$ cat src/design/llc_params.svh
`ifndef LLC_PARAMS_SVH
`define LLC_PARAMS_SVH

// ways per set, must be a power of two
`define LLC_WAYS 8

// tag width in bits
`define LLC_TAG_BITS 16

// result queue entries, also the requester's initial credits
`define LLC_RSP_DEPTH 2

`endif
$ cat src/design/llc_state_pkg.sv
`include "llc_params.svh"

package llc_state_pkg;

    // VALID is clean, SD is shared with data pending
    typedef enum logic [2:0] {
        INVALID   = 3'd0,
        VALID     = 3'd1,
        SHARED    = 3'd2,
        EXCLUSIVE = 3'd3,
        MODIFIED  = 3'd4,
        SD        = 3'd5
    } llc_state_t;

    localparam int WAY_BITS = $clog2(`LLC_WAYS);

    typedef logic [`LLC_TAG_BITS-1:0] llc_tag_t;
    typedef logic [WAY_BITS-1:0] llc_way_t;
    typedef logic [`LLC_WAYS-1:0] llc_way_mask_t;
    typedef llc_tag_t [`LLC_WAYS-1:0] llc_tag_arr_t;
    typedef llc_state_t [`LLC_WAYS-1:0] llc_state_arr_t;

    // lowest set bit of a way mask, 0 when the mask is empty
    function automatic llc_way_t first_way(input llc_way_mask_t mask);
        llc_way_t w;
        w = '0;
        for (int i = `LLC_WAYS - 1; i >= 0; i--) begin
            if (mask[i]) begin
                w = llc_way_t'(i);
            end
        end
        return w;
    endfunction

endpackage

$ cat src/design/llc_lookup_pkg.sv
`include "llc_params.svh"

package llc_lookup_pkg;

    // one set as seen by the lookup
    typedef struct packed {
        llc_state_pkg::llc_tag_t       tag;
        llc_state_pkg::llc_tag_arr_t   tags;
        llc_state_pkg::llc_state_arr_t states;
        llc_state_pkg::llc_way_t       evict_ptr;
    } llc_req_t;

    // evict and hit are never both set
    typedef struct packed {
        llc_state_pkg::llc_way_t way;
        logic                    evict;
        logic                    hit;
    } llc_rsp_t;

endpackage

$ cat src/design/llc_set_if.sv
`timescale 1ns/1ps

interface llc_set_if;
    import llc_state_pkg::*;

    logic           snap_valid;
    llc_tag_t       tag;
    llc_tag_arr_t   tags;
    llc_state_arr_t states;
    llc_way_t       evict_ptr;

    // input register side
    modport producer (
        output snap_valid,
        output tag,
        output tags,
        output states,
        output evict_ptr
    );

    // search blocks and resolver
    modport consumer (
        input snap_valid,
        input tag,
        input tags,
        input states,
        input evict_ptr
    );

endinterface

$ cat src/design/llc_lookup_top.sv
`timescale 1ns/1ps

module llc_lookup_top (
    input  logic                          clk,
    input  logic                          rst,
    input  logic                          req_valid,
    input  llc_state_pkg::llc_tag_t       req_tag,
    input  llc_state_pkg::llc_tag_arr_t   req_tags,
    input  llc_state_pkg::llc_state_arr_t req_states,
    input  llc_state_pkg::llc_way_t       req_evict_ptr,
    output logic                          credit_return,
    output logic                          rsp_valid,
    input  logic                          rsp_ready,
    output llc_state_pkg::llc_way_t       rsp_way,
    output logic                          rsp_evict,
    output logic                          rsp_hit
);
    import llc_lookup_pkg::*;

    llc_req_t req_q;
    logic     snap_valid_q;
    llc_rsp_t rsp;

    logic                    hit;
    llc_state_pkg::llc_way_t hit_way;
    logic                    empty_found;
    llc_state_pkg::llc_way_t empty_way;
    logic                    clean_found;
    llc_state_pkg::llc_way_t clean_way;
    logic                    not_sd_found;
    llc_state_pkg::llc_way_t not_sd_way;

    llc_set_if set_bus ();

    always_ff @(posedge clk or negedge rst) begin
        if (!rst) begin
            snap_valid_q <= 1'b0;
        end else begin
            snap_valid_q <= req_valid;
        end
    end

    // snapshot payload, only loaded on an accepted request
    always_ff @(posedge clk) begin
        if (req_valid) begin
            req_q.tag       <= req_tag;
            req_q.tags      <= req_tags;
            req_q.states    <= req_states;
            req_q.evict_ptr <= req_evict_ptr;
        end
    end

    assign set_bus.snap_valid = snap_valid_q;
    assign set_bus.tag        = req_q.tag;
    assign set_bus.tags       = req_q.tags;
    assign set_bus.states     = req_q.states;
    assign set_bus.evict_ptr  = req_q.evict_ptr;

    // both searches see the same snapshot
    llc_hit_finder u_hit_finder (
        .set         (set_bus),
        .hit         (hit),
        .hit_way     (hit_way),
        .empty_found (empty_found),
        .empty_way   (empty_way)
    );

    llc_victim_picker u_victim_picker (
        .set          (set_bus),
        .clean_found  (clean_found),
        .clean_way    (clean_way),
        .not_sd_found (not_sd_found),
        .not_sd_way   (not_sd_way)
    );

    llc_way_resolver u_way_resolver (
        .clk           (clk),
        .rst           (rst),
        .set           (set_bus),
        .hit           (hit),
        .hit_way       (hit_way),
        .empty_found   (empty_found),
        .empty_way     (empty_way),
        .clean_found   (clean_found),
        .clean_way     (clean_way),
        .not_sd_found  (not_sd_found),
        .not_sd_way    (not_sd_way),
        .rsp           (rsp),
        .rsp_valid     (rsp_valid),
        .rsp_ready     (rsp_ready),
        .credit_return (credit_return)
    );

    assign rsp_way   = rsp.way;
    assign rsp_evict = rsp.evict;
    assign rsp_hit   = rsp.hit;

endmodule

$ cat src/design/llc_way_resolver.sv
`timescale 1ns/1ps
`include "llc_params.svh"

module llc_way_resolver (
    input  logic                     clk,
    input  logic                     rst,
    llc_set_if.consumer              set,
    input  logic                     hit,
    input  llc_state_pkg::llc_way_t  hit_way,
    input  logic                     empty_found,
    input  llc_state_pkg::llc_way_t  empty_way,
    input  logic                     clean_found,
    input  llc_state_pkg::llc_way_t  clean_way,
    input  logic                     not_sd_found,
    input  llc_state_pkg::llc_way_t  not_sd_way,
    output llc_lookup_pkg::llc_rsp_t rsp,
    output logic                     rsp_valid,
    input  logic                     rsp_ready,
    output logic                     credit_return
);
    import llc_lookup_pkg::*;

    localparam int DEPTH    = `LLC_RSP_DEPTH;
    localparam int PTR_BITS = (DEPTH > 1) ? $clog2(DEPTH) : 1;
    localparam int CNT_BITS = $clog2(DEPTH + 1);

    llc_rsp_t              result;
    llc_rsp_t              queue [DEPTH];
    logic [PTR_BITS-1:0]   wr_ptr;
    logic [PTR_BITS-1:0]   rd_ptr;
    logic [CNT_BITS-1:0]   count;
    logic                  push;
    logic                  pop;

    function automatic logic [PTR_BITS-1:0] next_ptr(input logic [PTR_BITS-1:0] ptr);
        if (ptr == PTR_BITS'(DEPTH - 1)) begin
            return '0;
        end
        return ptr + 1'b1;
    endfunction

    // hit, then invalid way, then clean victim, then non-SD victim, then pointer
    always_comb begin
        result.hit   = 1'b0;
        result.evict = 1'b1;
        result.way   = set.evict_ptr;
        if (hit) begin
            result.way   = hit_way;
            result.hit   = 1'b1;
            result.evict = 1'b0;
        end else if (empty_found) begin
            result.way   = empty_way;
            result.evict = 1'b0;
        end else if (clean_found) begin
            result.way = clean_way;
        end else if (not_sd_found) begin
            result.way = not_sd_way;
        end
    end

    // credits keep the queue from overflowing
    assign push      = set.snap_valid;
    assign rsp_valid = (count != '0);
    assign pop       = rsp_valid && rsp_ready;
    assign rsp       = queue[rd_ptr];

    always_ff @(posedge clk) begin
        if (push) begin
            queue[wr_ptr] <= result;
        end
    end

    always_ff @(posedge clk or negedge rst) begin
        if (!rst) begin
            wr_ptr        <= '0;
            rd_ptr        <= '0;
            count         <= '0;
            credit_return <= 1'b0;
        end else begin
            if (push) begin
                wr_ptr <= next_ptr(wr_ptr);
            end
            if (pop) begin
                rd_ptr <= next_ptr(rd_ptr);
            end
            case ({push, pop})
                2'b10:   count <= count + 1'b1;
                2'b01:   count <= count - 1'b1;
                default: count <= count;
            endcase
            // one credit back per result taken
            credit_return <= pop;
        end
    end

endmodule

$ cat src/design/llc_victim_picker.sv
`timescale 1ns/1ps
`include "llc_params.svh"

module llc_victim_picker (
    llc_set_if.consumer             set,
    output logic                    clean_found,
    output llc_state_pkg::llc_way_t clean_way,
    output logic                    not_sd_found,
    output llc_state_pkg::llc_way_t not_sd_way
);
    import llc_state_pkg::*;

    llc_state_arr_t rot_states;
    llc_way_mask_t  clean_rot;
    llc_way_mask_t  not_sd_rot;
    llc_way_t       rot_clean_way;
    llc_way_t       rot_not_sd_way;

    // entry 0 of the rotated vector is the way under the pointer
    always_comb begin
        llc_way_t idx;
        for (int i = 0; i < `LLC_WAYS; i++) begin
            idx           = llc_way_t'(i) + set.evict_ptr;
            rot_states[i] = set.states[idx];
        end
    end

    always_comb begin
        for (int i = 0; i < `LLC_WAYS; i++) begin
            clean_rot[i]  = (rot_states[i] == VALID);
            not_sd_rot[i] = (rot_states[i] != SD);
        end
    end

    assign rot_clean_way  = first_way(clean_rot);
    assign rot_not_sd_way = first_way(not_sd_rot);

    // back to absolute way numbers, wraps since the way count is a power of two
    assign clean_way  = rot_clean_way + set.evict_ptr;
    assign not_sd_way = rot_not_sd_way + set.evict_ptr;

    assign clean_found  = |clean_rot;
    assign not_sd_found = |not_sd_rot;

endmodule

$ cat src/design/llc_hit_finder.sv
`timescale 1ns/1ps
`include "llc_params.svh"

module llc_hit_finder (
    llc_set_if.consumer             set,
    output logic                    hit,
    output llc_state_pkg::llc_way_t hit_way,
    output logic                    empty_found,
    output llc_state_pkg::llc_way_t empty_way
);
    import llc_state_pkg::*;

    llc_way_mask_t hit_mask;
    llc_way_mask_t empty_mask;

    always_comb begin
        for (int i = 0; i < `LLC_WAYS; i++) begin
            // an invalid way never hits, whatever its stale tag says
            hit_mask[i]   = (set.tags[i] == set.tag) && (set.states[i] != INVALID);
            empty_mask[i] = (set.states[i] == INVALID);
        end
    end

    // lowest index wins in both searches
    assign hit         = |hit_mask;
    assign hit_way     = first_way(hit_mask);
    assign empty_found = |empty_mask;
    assign empty_way   = first_way(empty_mask);

endmodule

$ cat config.mk
export PLATFORM = sky130hd
export DESIGN_NAME = llc_lookup_top
export DESIGN_NICKNAME = d
export VERILOG_FILES = /design/src/design/llc_state_pkg.sv /design/src/design/llc_lookup_pkg.sv /design/src/design/llc_set_if.sv /design/src/design/llc_lookup_top.sv /design/src/design/llc_way_resolver.sv /design/src/design/llc_victim_picker.sv /design/src/design/llc_hit_finder.sv
export VERILOG_INCLUDE_DIRS = /design/src /design/src/design
export SDC_FILE = /design/constraint.sdc
export NUM_CORES = 1
export LEC_CHECK = 0
export BUFFER_PORTS_ARGS = -buffer_cell sky130_fd_sc_hd__buf_4
export CORE_AREA = 2 2 139 141
export CTS_CLUSTER_SIZE = 25
export DETAILED_ROUTE_END_ITERATION = 8
export DIE_AREA = 0 0 141 143
export PLACE_DENSITY = 0.78
export SETUP_SLACK_MARGIN = 0.05
export SYNTH_ARGS = -nofsm -noshare
export SYNTH_HDL_FRONTEND = slang
export SYNTH_HIERARCHICAL = 1
export SYNTH_SLANG_ARGS = --single-unit
export TNS_END_PERCENT = 50
$ cat constraint.sdc
create_clock -name clk -period 13.1 [get_ports clk]
set_input_delay 0.655 -clock clk [delete_from_list [all_inputs] [get_ports clk]]
set_output_delay 0.655 -clock clk [all_outputs]
set_load 0.02 [all_outputs]
==> results.json, run 1 <==
{
  "outcome": "finished, final reports clean",
  "hp-class": "in -> async",
  "p_switching_uw": 440,
  "finish.utilization_pct": 58.8,
  "drc_errors": 0,
  "grt-ovfl-total": 0,
  "final_common_cell": "buf_4",
  "synth-seq-cells": 187,
  "syn_avg_cell_area_um2": 15.4,
  "p_per_area_nw_per_um2": 144,
  "relSlewSlack_pct": 39.0,
  "nFillCells": 1397,
  "worst-r2r-setup-slack_ns": 7.92,
  "gp_congestion": 0.820,
  "clk_root_buffer_cell": "clkbuf_16",
  "path_max_fanout": 14,
  "die_h_um": 143,
  "ant_nets": 0,
  "drive_above_1_share_pct": 34.2,
  "cp-startpoint": "set_bus.evict_ptr[1]",
  "path_buf_inv": 2,
  "power_mw": 1.57,
  "clk_latency_ns": 0.44,
  "synth_async_sr_flop_share_pct": 3.21,
  "yosys_warnings": 6,
  "seq_power_share_pct": 49.6,
  "boundaryPins": 182,
  "cts_tree": "built",
  "switching_share_pct": 28.0,
  "htreeDepth": 4,
  "placed_cells": 968,
  "cts_buffers": 17,
  "dr.first_iter.drc_count": 349,
  "tns_ns": 0,
  "avgViaCountPerCell": 5.42,
  "hold_viol": 0,
  "setup_viol": 0,
  "critPathRequiredTime_ns": 13.27,
  "synth_flop_cell": "edfxtp_1",
  "synthCells": 574,
  "path_cells": "inv_1 > ha_1 > mux4_2 > mux2_2 > nand2_1 > o311ai_1 > a211oi_1 > ha_1 > inv_1 > fa_1 > xnor2_1 > xnor2_1 > mux2_1 > mux2_2 > a221o_1",
  "r2r_cells": 15,
  "cts_resized": 0,
  "startpoint_type": "flop",
  "cp_top_family": "multiplexers",
  "synthesis.area_um2": 8840,
  "clockBufferDepth": 2,
  "die_w_um": 141,
  "port_buffers": 181,
  "vias": 5415,
  "timing.final.crit_period_ns": 5.18,
  "synth_seq_area_share_pct": 63.2,
  "criticalPathCategory": "reg -> reg",
  "worstMarginPinSlew_ns": 0.916,
  "internal_power_mw": 1.13,
  "max_stage_delay_ns": 0.70,
  "grt_pass1_vias": 5624,
  "max_freq_ghz": 0.193,
  "wl_per_cell_um": 20.9,
  "grt_setup_unrepaired": "false",
  "cts_hold_buffers": 0,
  "n_antenna_cell": 0,
  "reg2reg_from": "set_bus.evict_ptr[1]",
  "antenna_found_initial": 0,
  "drt_pass1_iterations": 5,
  "grt_max_degree": 105,
  "critical_path.slowest_cell": "ha_1",
  "start_util_pct": 47.6,
  "min_period_over_period_pct": 39.5,
  "grt_pass1_wl_mm": 31.3,
  "final_cell_mix": "182 x buf_4, 181 x edfxtp_1, 82 x xor2_1",
  "finalMaxSlewViolations": 0,
  "syn_to_final_growth_pct": 23.7,
  "p_leak_nw": 4.14,
  "crit_cells": 15,
  "cp-endpoint": "u_way_resolver/queue[0][4]",
  "fin_skew_ns": 0.0234,
  "rows": 50,
  "wl_mm": 20.9,
  "cts.sinks": 187,
  "end_kind": "flop",
  "power.share.clock_pct": 32.8,
  "final_nets": 935,
  "dieArea_um2": 20200,
  "coreArea_um2": 18600,
  "comb_power_share_pct": 17.6,
  "synth_cell_type_count": 68,
  "cp.arrival_ns": 5.35,
  "fin_cells": 1000,
  "peakVddDrop_mv": 0.0852,
  "r2r_end": "u_way_resolver/queue[0][4]",
  "dp_hpwl_mm": 15.3,
  "syn_nets": 756,
  "synth_edf_count": 181,
  "postCtsSetupBuffers": 0,
  "maxCapViolCount": 0,
  "clk_pin_slew_ns": 0.07,
  "track_usage_pct": 21.2
}
## flip-flops by register name (all words and copies together), names as in the netlist
name and count:
u_way_resolver/queue 10, u_way_resolver/wr_ptr 1, set_bus.snap_valid 1, u_way_resolver/rd_ptr 1, set_bus.tag 16, u_way_resolver/credit_return 1, set_bus.evict_ptr 3, req_q 152
u_way_resolver/count 2
## stage by stage
step | instance area [um2] | setup slack (ns) | hold WS, ns
finish | 10900 | 7.92 | 0.0271
global route | 10900 | 7.64 | 0.00823
CTS | 10900 | 7.93 | 0.0107
detailed placement | 10300 | 7.96 | 0.457
global placement | 10300 | 8.16 | 0.450
floorplan | 8840 | 8.71 | 0.359
## synth_stat cells (4+ instances only)
| library cell | count | share of area (%) |
|---|---|---|
| a21oi_1 | 5 | 0.28 |
| buf_2 | 8 | 0.45 |
| buf_6 | 11 | 1.4 |
| dfrtp_1 | 6 | 1.7 |
| edfxtp_1 | 181 | 62 |
| ha_1 | 5 | 0.71 |
| inv_1 | 13 | 0.55 |
| mux2_2 | 13 | 1.7 |
| mux2i_1 | 8 | 0.91 |
| mux4_2 | 13 | 3.3 |
| nand2_1 | 10 | 0.42 |
| nand3_1 | 9 | 0.51 |
| nand4_1 | 16 | 1.1 |
| nor2_1 | 18 | 0.76 |
| nor2b_1 | 10 | 0.71 |
| nor3_1 | 13 | 0.74 |
| nor4_1 | 18 | 1.3 |
| o21ai_1 | 4 | 0.23 |
| xnor2_1 | 60 | 5.9 |
| xor2_1 | 82 | 8.1 |
## cells by family (layout without fill, tap and decap cells)
kind of cell	count (synthesis)	after routing	share of synthesized area, %
flops	187	187	63.2
simple gates	127	127	9.02
mux	38	38	6.41
buf+inv	38	230	2.82
compound gates	35	35	3.30
fa+ha+maj	7	7	1.16
xor+xnor	142	142	14.1
## metal layers
layer  up-vias  share of wire, %  global-route usage [%]
met5         -                 0                       0
met4         0               1.5                    5.74
met3        17               6.7                    5.70
met2       225                51                    37.0
met1      2664                41                    26.3
li1       2509                 -                       -
## power groups by stage
stage / Sequential (mW) / Combinational (mW) / Clock, mW
2_1_floorplan: 0.760 / 0.196 / 0
4_1_cts: 0.780 / 0.277 / 0.525
6_report: 0.779 / 0.277 / 0.517
3_5_place_dp: 0.793 / 0.275 / 0
5_1_grt: 0.787 / 0.301 / 0.549
3_3_place_gp: 0.791 / 0.269 / 0
## final cells by class
type | instances | area (um2) | area share, %
multi-input cells | 349 | 3000 | 27.5
clock buffers | 17 | 425 | 3.89
clock inverters | 15 | 188 | 1.72
flip-flops and latches | 187 | 5590 | 51.1
well taps | 234 | 293 | 2.68
repair buffers | 183 | 1380 | 12.6
inverters | 15 | 58.8 | 0.538
## how the worst min path moves through the flow
stage / from / end / cells past startpoint
after global routing: rst / u_way_resolver/count[1] / 1
after floorplan: rst / set_bus.snap_valid / 0
after CTS: rst / u_way_resolver/credit_return / 1
after global placement: u_way_resolver/count[1] / u_way_resolver/count[1] / 1
after detailed placement: u_way_resolver/count[1] / u_way_resolver/count[1] / 1
final: rst / u_way_resolver/count[1] / 1
Power figures use the tool's default switching activity.
==> inputs of run 2 (changes only) <==
Clock period 13.1 ns to 5.4 ns, I/O delays scaled along.
==> results.json, run 2 (synthesis gave the netlist of run 1 again) <==
{
  "outcome": "finished, final reports clean",
  "drt_pass1_iterations": 4,
  "clk_root_buffer_cell": "clkbuf_16",
  "p_leak_nw": 4.35,
  "setup_viol": 0,
  "reg.largest.list": "req_q: 152 flops, set_bus.tag: 16 flops, u_way_resolver/queue: 10 flops",
  "final_nets": 988,
  "placed_cells": 969,
  "grt_pass1_wl_mm": 31.8,
  "peakVddDrop_mv": 0.222,
  "grt_pass1_vias": 5876,
  "final_common_cell": "buf_4",
  "finalMaxSlewViolations": 0,
  "cts_hold_buffers": 31,
  "drive_above_1_share_pct": 32.0,
  "dp_slack_ns": 0.841,
  "clk_latency_ns": 0.43,
  "die_h_um": 143,
  "grt_max_degree": 124,
  "path_max_fanout": 14,
  "track_usage_pct": 21.4,
  "cts_tree": "built",
  "antenna_found_initial": 0,
  "seq_power_share_pct": 49.3,
  "setup_slack_ns": 0.798,
  "avgViaCountPerCell": 5.31,
  "cts_buffers": 17,
  "coreArea_um2": 18600,
  "drc_errors": 0,
  "die_w_um": 141,
  "cts.sinks": 187,
  "fin_cells": 1053,
  "comb_power_share_pct": 18.4,
  "dieArea_um2": 20200,
  "internal_power_mw": 2.76,
  "critPathRequiredTime_ns": 5.58,
  "multiInputGateArea_um2": 3000,
  "maxCapViolCount": 0,
  "p_per_area_nw_per_um2": 335,
  "timing.final.crit_period_ns": 4.60,
  "port_buffers": 181,
  "hp-class": "in -> reg",
  "cts_resized": 0,
  "cp.arrival_ns": 4.78,
  "rows": 50,
  "dp_hpwl_mm": 15.3,
  "htreeDepth": 4,
  "relSlewSlack_pct": 26.8,
  "min_period_over_period_pct": 85.2,
  "worstMarginPinSlew_ns": 1.10,
  "syn_to_final_growth_pct": 29.4,
  "switching_share_pct": 27.8,
  "fin_skew_ns": 0.0118,
  "clockBufferDepth": 2,
  "finish.utilization_pct": 61.6,
  "grt_setup_unrepaired": "false",
  "vias": 5589,
  "startpoint_type": "flop",
  "postCtsSetupBuffers": 0,
  "final_cell_mix": "183 x buf_4, 181 x edfxtp_1, 82 x xor2_1",
  "max_freq_ghz": 0.217,
  "seq_area_um2": 5590,
  "wl_mm": 21.6,
  "hold_viol": 0,
  "tns_ns": 0,
  "criticalPathCategory": "reg -> reg",
  "wl_per_cell_um": 20.5,
  "grt-ovfl-total": 0,
  "nFillCells": 1343,
  "end_kind": "flop",
  "clk_pin_slew_ns": 0.08,
  "ant_nets": 0,
  "n_antenna_cell": 0,
  "largest_reg_flops": 152,
  "dr.first_iter.drc_count": 406,
  "power.share.clock_pct": 32.3,
  "largest_register": "req_q",
  "gp_congestion": 0.848,
  "p_switching_mw": 1.06,
  "start_util_pct": 47.6,
  "boundaryPins": 182
}
-- run 2: cell count changes in the layout (fill, tap and decap cells not counted), sizes merged --
cell / change
dlygate4sd3: +52
clkinv: -2
clkinvlp: +1
buf: +1
clkbuf: +1
-- run 2: worst max-delay path, cell delays in order (launching register included) --
cell,delay [ns]
edfxtp_1,0.36
inv_1,0.15
ha_1,0.66
mux4_2,0.59
mux2_2,0.32
nand2_1,0.08
o311ai_1,0.11
a211oi_1,0.28
ha_1,0.18
inv_1,0.05
fa_1,0.40
xnor2_1,0.14
xnor2_1,0.15
mux2_1,0.28
mux2_2,0.26
a221o_1,0.33
-- run 2: stage by stage --
step	hold slack [ns]	instance area [um2]	total power [mW]
floorplan	-0.0256	8840	2.32
global placement	0.0800	10300	2.57
detailed placement	0.0832	10300	2.59
CTS	0.0000975	11200	3.84
global route	0.000283	11400	3.99
finish	0.00922	11400	3.83
-- run 2: worst paths after layout --
path                                             from                    endpoint  slack (ns)  depth (start not counted)
worst max-delay path             set_bus.evict_ptr[1]  u_way_resolver/queue[0][4]        0.80                         15
worst min-delay path                    req_tags[101]                  req_q[128]       0.009                          1
worst max register to register   set_bus.evict_ptr[1]  u_way_resolver/queue[0][4]        0.80                         15
worst min register to register  u_way_resolver/wr_ptr       u_way_resolver/wr_ptr        0.49                          1
max in group asynchronous                         rst       u_way_resolver/wr_ptr        5.11                          2
min in group asynchronous                         rst          set_bus.snap_valid        0.18                          2
-- run 2: area by class of cell --
type | count | area share, %
timing repair buffer | 236 | 16.7
inverter | 15 | 0.514
clock inverter | 14 | 1.43
sequential | 187 | 48.8
multi-input combinational | 349 | 26.2
clock buffer | 18 | 3.75
tap | 234 | 2.56
-- run 2: power groups by stage --
| stage | Combinational, mW | Clock, mW | Sequential (mW) |
|---|---|---|---|
| after floorplan | 0.475 | 0 | 1.84 |
| after global placement | 0.656 | 0 | 1.91 |
| after detailed placement | 0.673 | 0 | 1.92 |
| after CTS | 0.694 | 1.26 | 1.89 |
| after global routing | 0.770 | 1.31 | 1.91 |
| final | 0.704 | 1.24 | 1.89 |
-- run 2: metal layers --
metal,part of all wire (%),GRT usage [%]
met5,0,0
met4,2.2,6.68
met3,5.8,5.30
met2,53,38.4
met1,39,25.5
==> inputs of run 3 (changes only) <==
Settings changed: BUFFER_PORTS_ARGS -buffer_cell sky130_fd_sc_hd__buf_4 to -buffer_cell sky130_fd_sc_hd__buf_2, CORE_AREA 2 2 139 141 to 2 2 140 142, DIE_AREA 0 0 141 143 to 0 0 142 144, PLACE_DENSITY 0.78 to 0.77, SYNTH_HIERARCHICAL 1 to not set.
==> results.json, run 3 <==
{
  "outcome": "finished, final reports clean",
  "whs_ns": 0.00534,
  "final_cell_mix": "181 x edfxtp_1, 180 x buf_2, 119 x dlygate4sd3_1",
  "synth_edf_count": 181,
  "path_max_fanout": 14,
  "grt_pass1_vias": 6100,
  "r2r_end": "u_way_resolver.queue[1][4]",
  "finalMaxSlewViolations": 0,
  "drt_pass1_iterations": 5,
  "die_w_um": 142,
  "track_usage_pct": 22.6,
  "boundaryPins": 182,
  "criticalPathCategory": "reg -> reg",
  "timing.final.crit_period_ns": 4.58,
  "syn_avg_cell_area_um2": 15.1,
  "worst_hold_path.endpoint": "req_q[118]",
  "dieArea_um2": 20400,
  "maxCapViolCount": 0,
  "coreArea_um2": 19100,
  "tns_ns": 0,
  "avgViaCountPerCell": 5.34,
  "antenna_found_initial": 2,
  "cts_buffers": 17,
  "clk_pin_slew_ns": 0.08,
  "setup_viol": 0,
  "htreeDepth": 4,
  "max_freq_ghz": 0.219,
  "synth_seq_area_share_pct": 62.5,
  "drc_errors": 0,
  "seq_power_share_pct": 48.7,
  "gp_congestion": 0.866,
  "clk_root_buffer_cell": "clkbuf_16",
  "yosys_warnings": 0,
  "hp-class": "in -> reg",
  "grt_setup_unrepaired": "false",
  "yosysTopAreaCell": "edfxtp_1",
  "final_nets": 1072,
  "postCtsSetupBuffers": 0,
  "syn_nets": 773,
  "rows": 51,
  "peakVddDrop_mv": 0.203,
  "largest_register": "req_q",
  "min_period_over_period_pct": 84.8,
  "dp_hpwl_mm": 15.1,
  "p_per_area_nw_per_um2": 330,
  "reg.largest.list": "req_q: 152 flops, set_bus.tag: 16 flops, u_way_resolver.queue: 10 flops",
  "cts_hold_buffers": 89,
  "switching_share_pct": 29.2,
  "syn_to_final_growth_pct": 31.9,
  "fin_cells": 1142,
  "synthesis.area_um2": 8940,
  "internal_power_mw": 2.75,
  "drive_above_1_share_pct": 28.7,
  "critPathRequiredTime_ns": 5.63,
  "synth_top_area_share_pct": 60.8,
  "fin_skew_ns": 0.0174,
  "end_kind": "flop",
  "synth-seq-cells": 187,
  "worstHoldPathCells": 1,
  "synthTopCellsByArea": "edfxtp_1 61%, xor2_1 7.9%, xnor2_1 5.4%",
  "placed_cells": 990,
  "power.share.clock_pct": 33.0,
  "r2r_cells": 17,
  "worst-r2r-setup-slack_ns": 0.82,
  "clk_latency_ns": 0.44,
  "synthCells": 591,
  "die_h_um": 144,
  "vias": 6098,
  "dr.first_iter.drc_count": 299,
  "worstMarginPinSlew_ns": 1.09,
  "cts.sinks": 187,
  "grt_pass1_wl_mm": 33.7,
  "yosys.cell_count.top_type": "edfxtp_1",
  "wl_mm": 23.6,
  "cp.arrival_ns": 4.81,
  "startpoint_type": "flop",
  "synth_cell_type_count": 61,
  "final_common_cell": "edfxtp_1",
  "wl_per_cell_um": 20.7,
  "p_switching_mw": 1.14,
  "port_buffers": 181,
  "largest_reg_flops": 152,
  "comb_power_share_pct": 18.3,
  "grt-ovfl-total": 0,
  "start_util_pct": 46.8,
  "clockBufferDepth": 2,
  "cts_tree": "built",
  "cts_resized": 0,
  "grt_max_degree": 119,
  "p_leak_nw": 4.50,
  "reg2reg_from": "set_bus.evict_ptr[1]",
  "ant_nets": 0,
  "hp-start": "req_tags[91]",
  "relSlewSlack_pct": 27.2,
  "synth_async_sr_flop_share_pct": 3.21,
  "synth_commonest_cells": "181 x edfxtp_1, 81 x xor2_1, 55 x xnor2_1, 23 x nor2_1, 19 x nand4_1",
  "synth_flop_cell": "edfxtp_1",
  "hold_viol": 0
}
==> run 3: cell type report <==
type                       count  area [um2]
antenna                        1        2.50
clock buffer                  17         425
clock inverter                15         200
fill                        1363        7290
inverter                      14        55.1
multi-input combinational    367        3100
sequential                   187        5590
tap                          238         298
timing repair buffer         303        2130
==> run 3: routing by layer <==
layer | global-route usage (%) | wire length, um | up-vias
met3 | 5.36 | 1400 | 35
met5 | 0 | 0 | -
met4 | 7.21 | 481 | 0
met2 | 39.7 | 12600 | 257
met1 | 27.6 | 9150 | 2981
li1 | - | - | 2825
==> run 3: power by group through the flow <==
stage	Clock, mW	Sequential (mW)	Combinational, mW
after global routing	1.36	1.91	0.777
after detailed placement	0	1.92	0.636
final	1.28	1.90	0.711
after global placement	0	1.92	0.627
after floorplan	0	1.84	0.490
after CTS	1.30	1.89	0.690
==> run 3: worst max-delay path, stage by stage (launching register included) <==
cell,delay (ns)
edfxtp_1,0.38
inv_1,0.23
ha_1,0.49
and4b_1,0.30
or4_1,0.52
mux2i_1,0.33
nor2_1,0.09
o31ai_1,0.25
a211oi_1,0.10
nor3_1,0.17
o31a_1,0.16
ha_1,0.14
inv_1,0.05
fa_1,0.37
a21boi_0,0.15
a31oi_1,0.22
xor2_1,0.09
a211oi_1,0.32
==> run 3: logic make-up after synthesis <==
family | synth area share, %
mux | 6.41
fa+ha+maj | 1.15
flops | 62.5
buf+inv | 2.84
simple gates | 10.7
compound gates | 2.63
xor+xnor | 13.8
==> run 3: stage by stage <==
step | power, mW | worst slack (ns) | util [%] | cell area (um2)
after floorplan | 2.33 | 1.26 | - | 8940
after global placement | 2.55 | 0.939 | 52.3 | 9970
after detailed placement | 2.56 | 0.891 | 52.3 | 9970
after CTS | 3.88 | 0.864 | 60.2 | 11500
after global routing | 4.05 | 0.418 | 61.8 | 11800
final | 3.89 | 0.823 | 61.8 | 11800
==> run 3: worst max path at each step <==
stage	start	endpoint	slack [ns]	cells after the start
finish	set_bus.evict_ptr[1]	u_way_resolver.queue[1][4]	0.82	17
global route	set_bus.evict_ptr[1]	u_way_resolver.queue[1][4]	0.42	17
CTS	set_bus.evict_ptr[1]	u_way_resolver.queue[1][4]	0.86	17
detailed placement	set_bus.evict_ptr[1]	u_way_resolver.queue[0][4]	0.89	17
global placement	set_bus.evict_ptr[1]	u_way_resolver.queue[0][4]	0.94	17
floorplan	set_bus.evict_ptr[1]	u_way_resolver.queue[0][4]	1.26	18
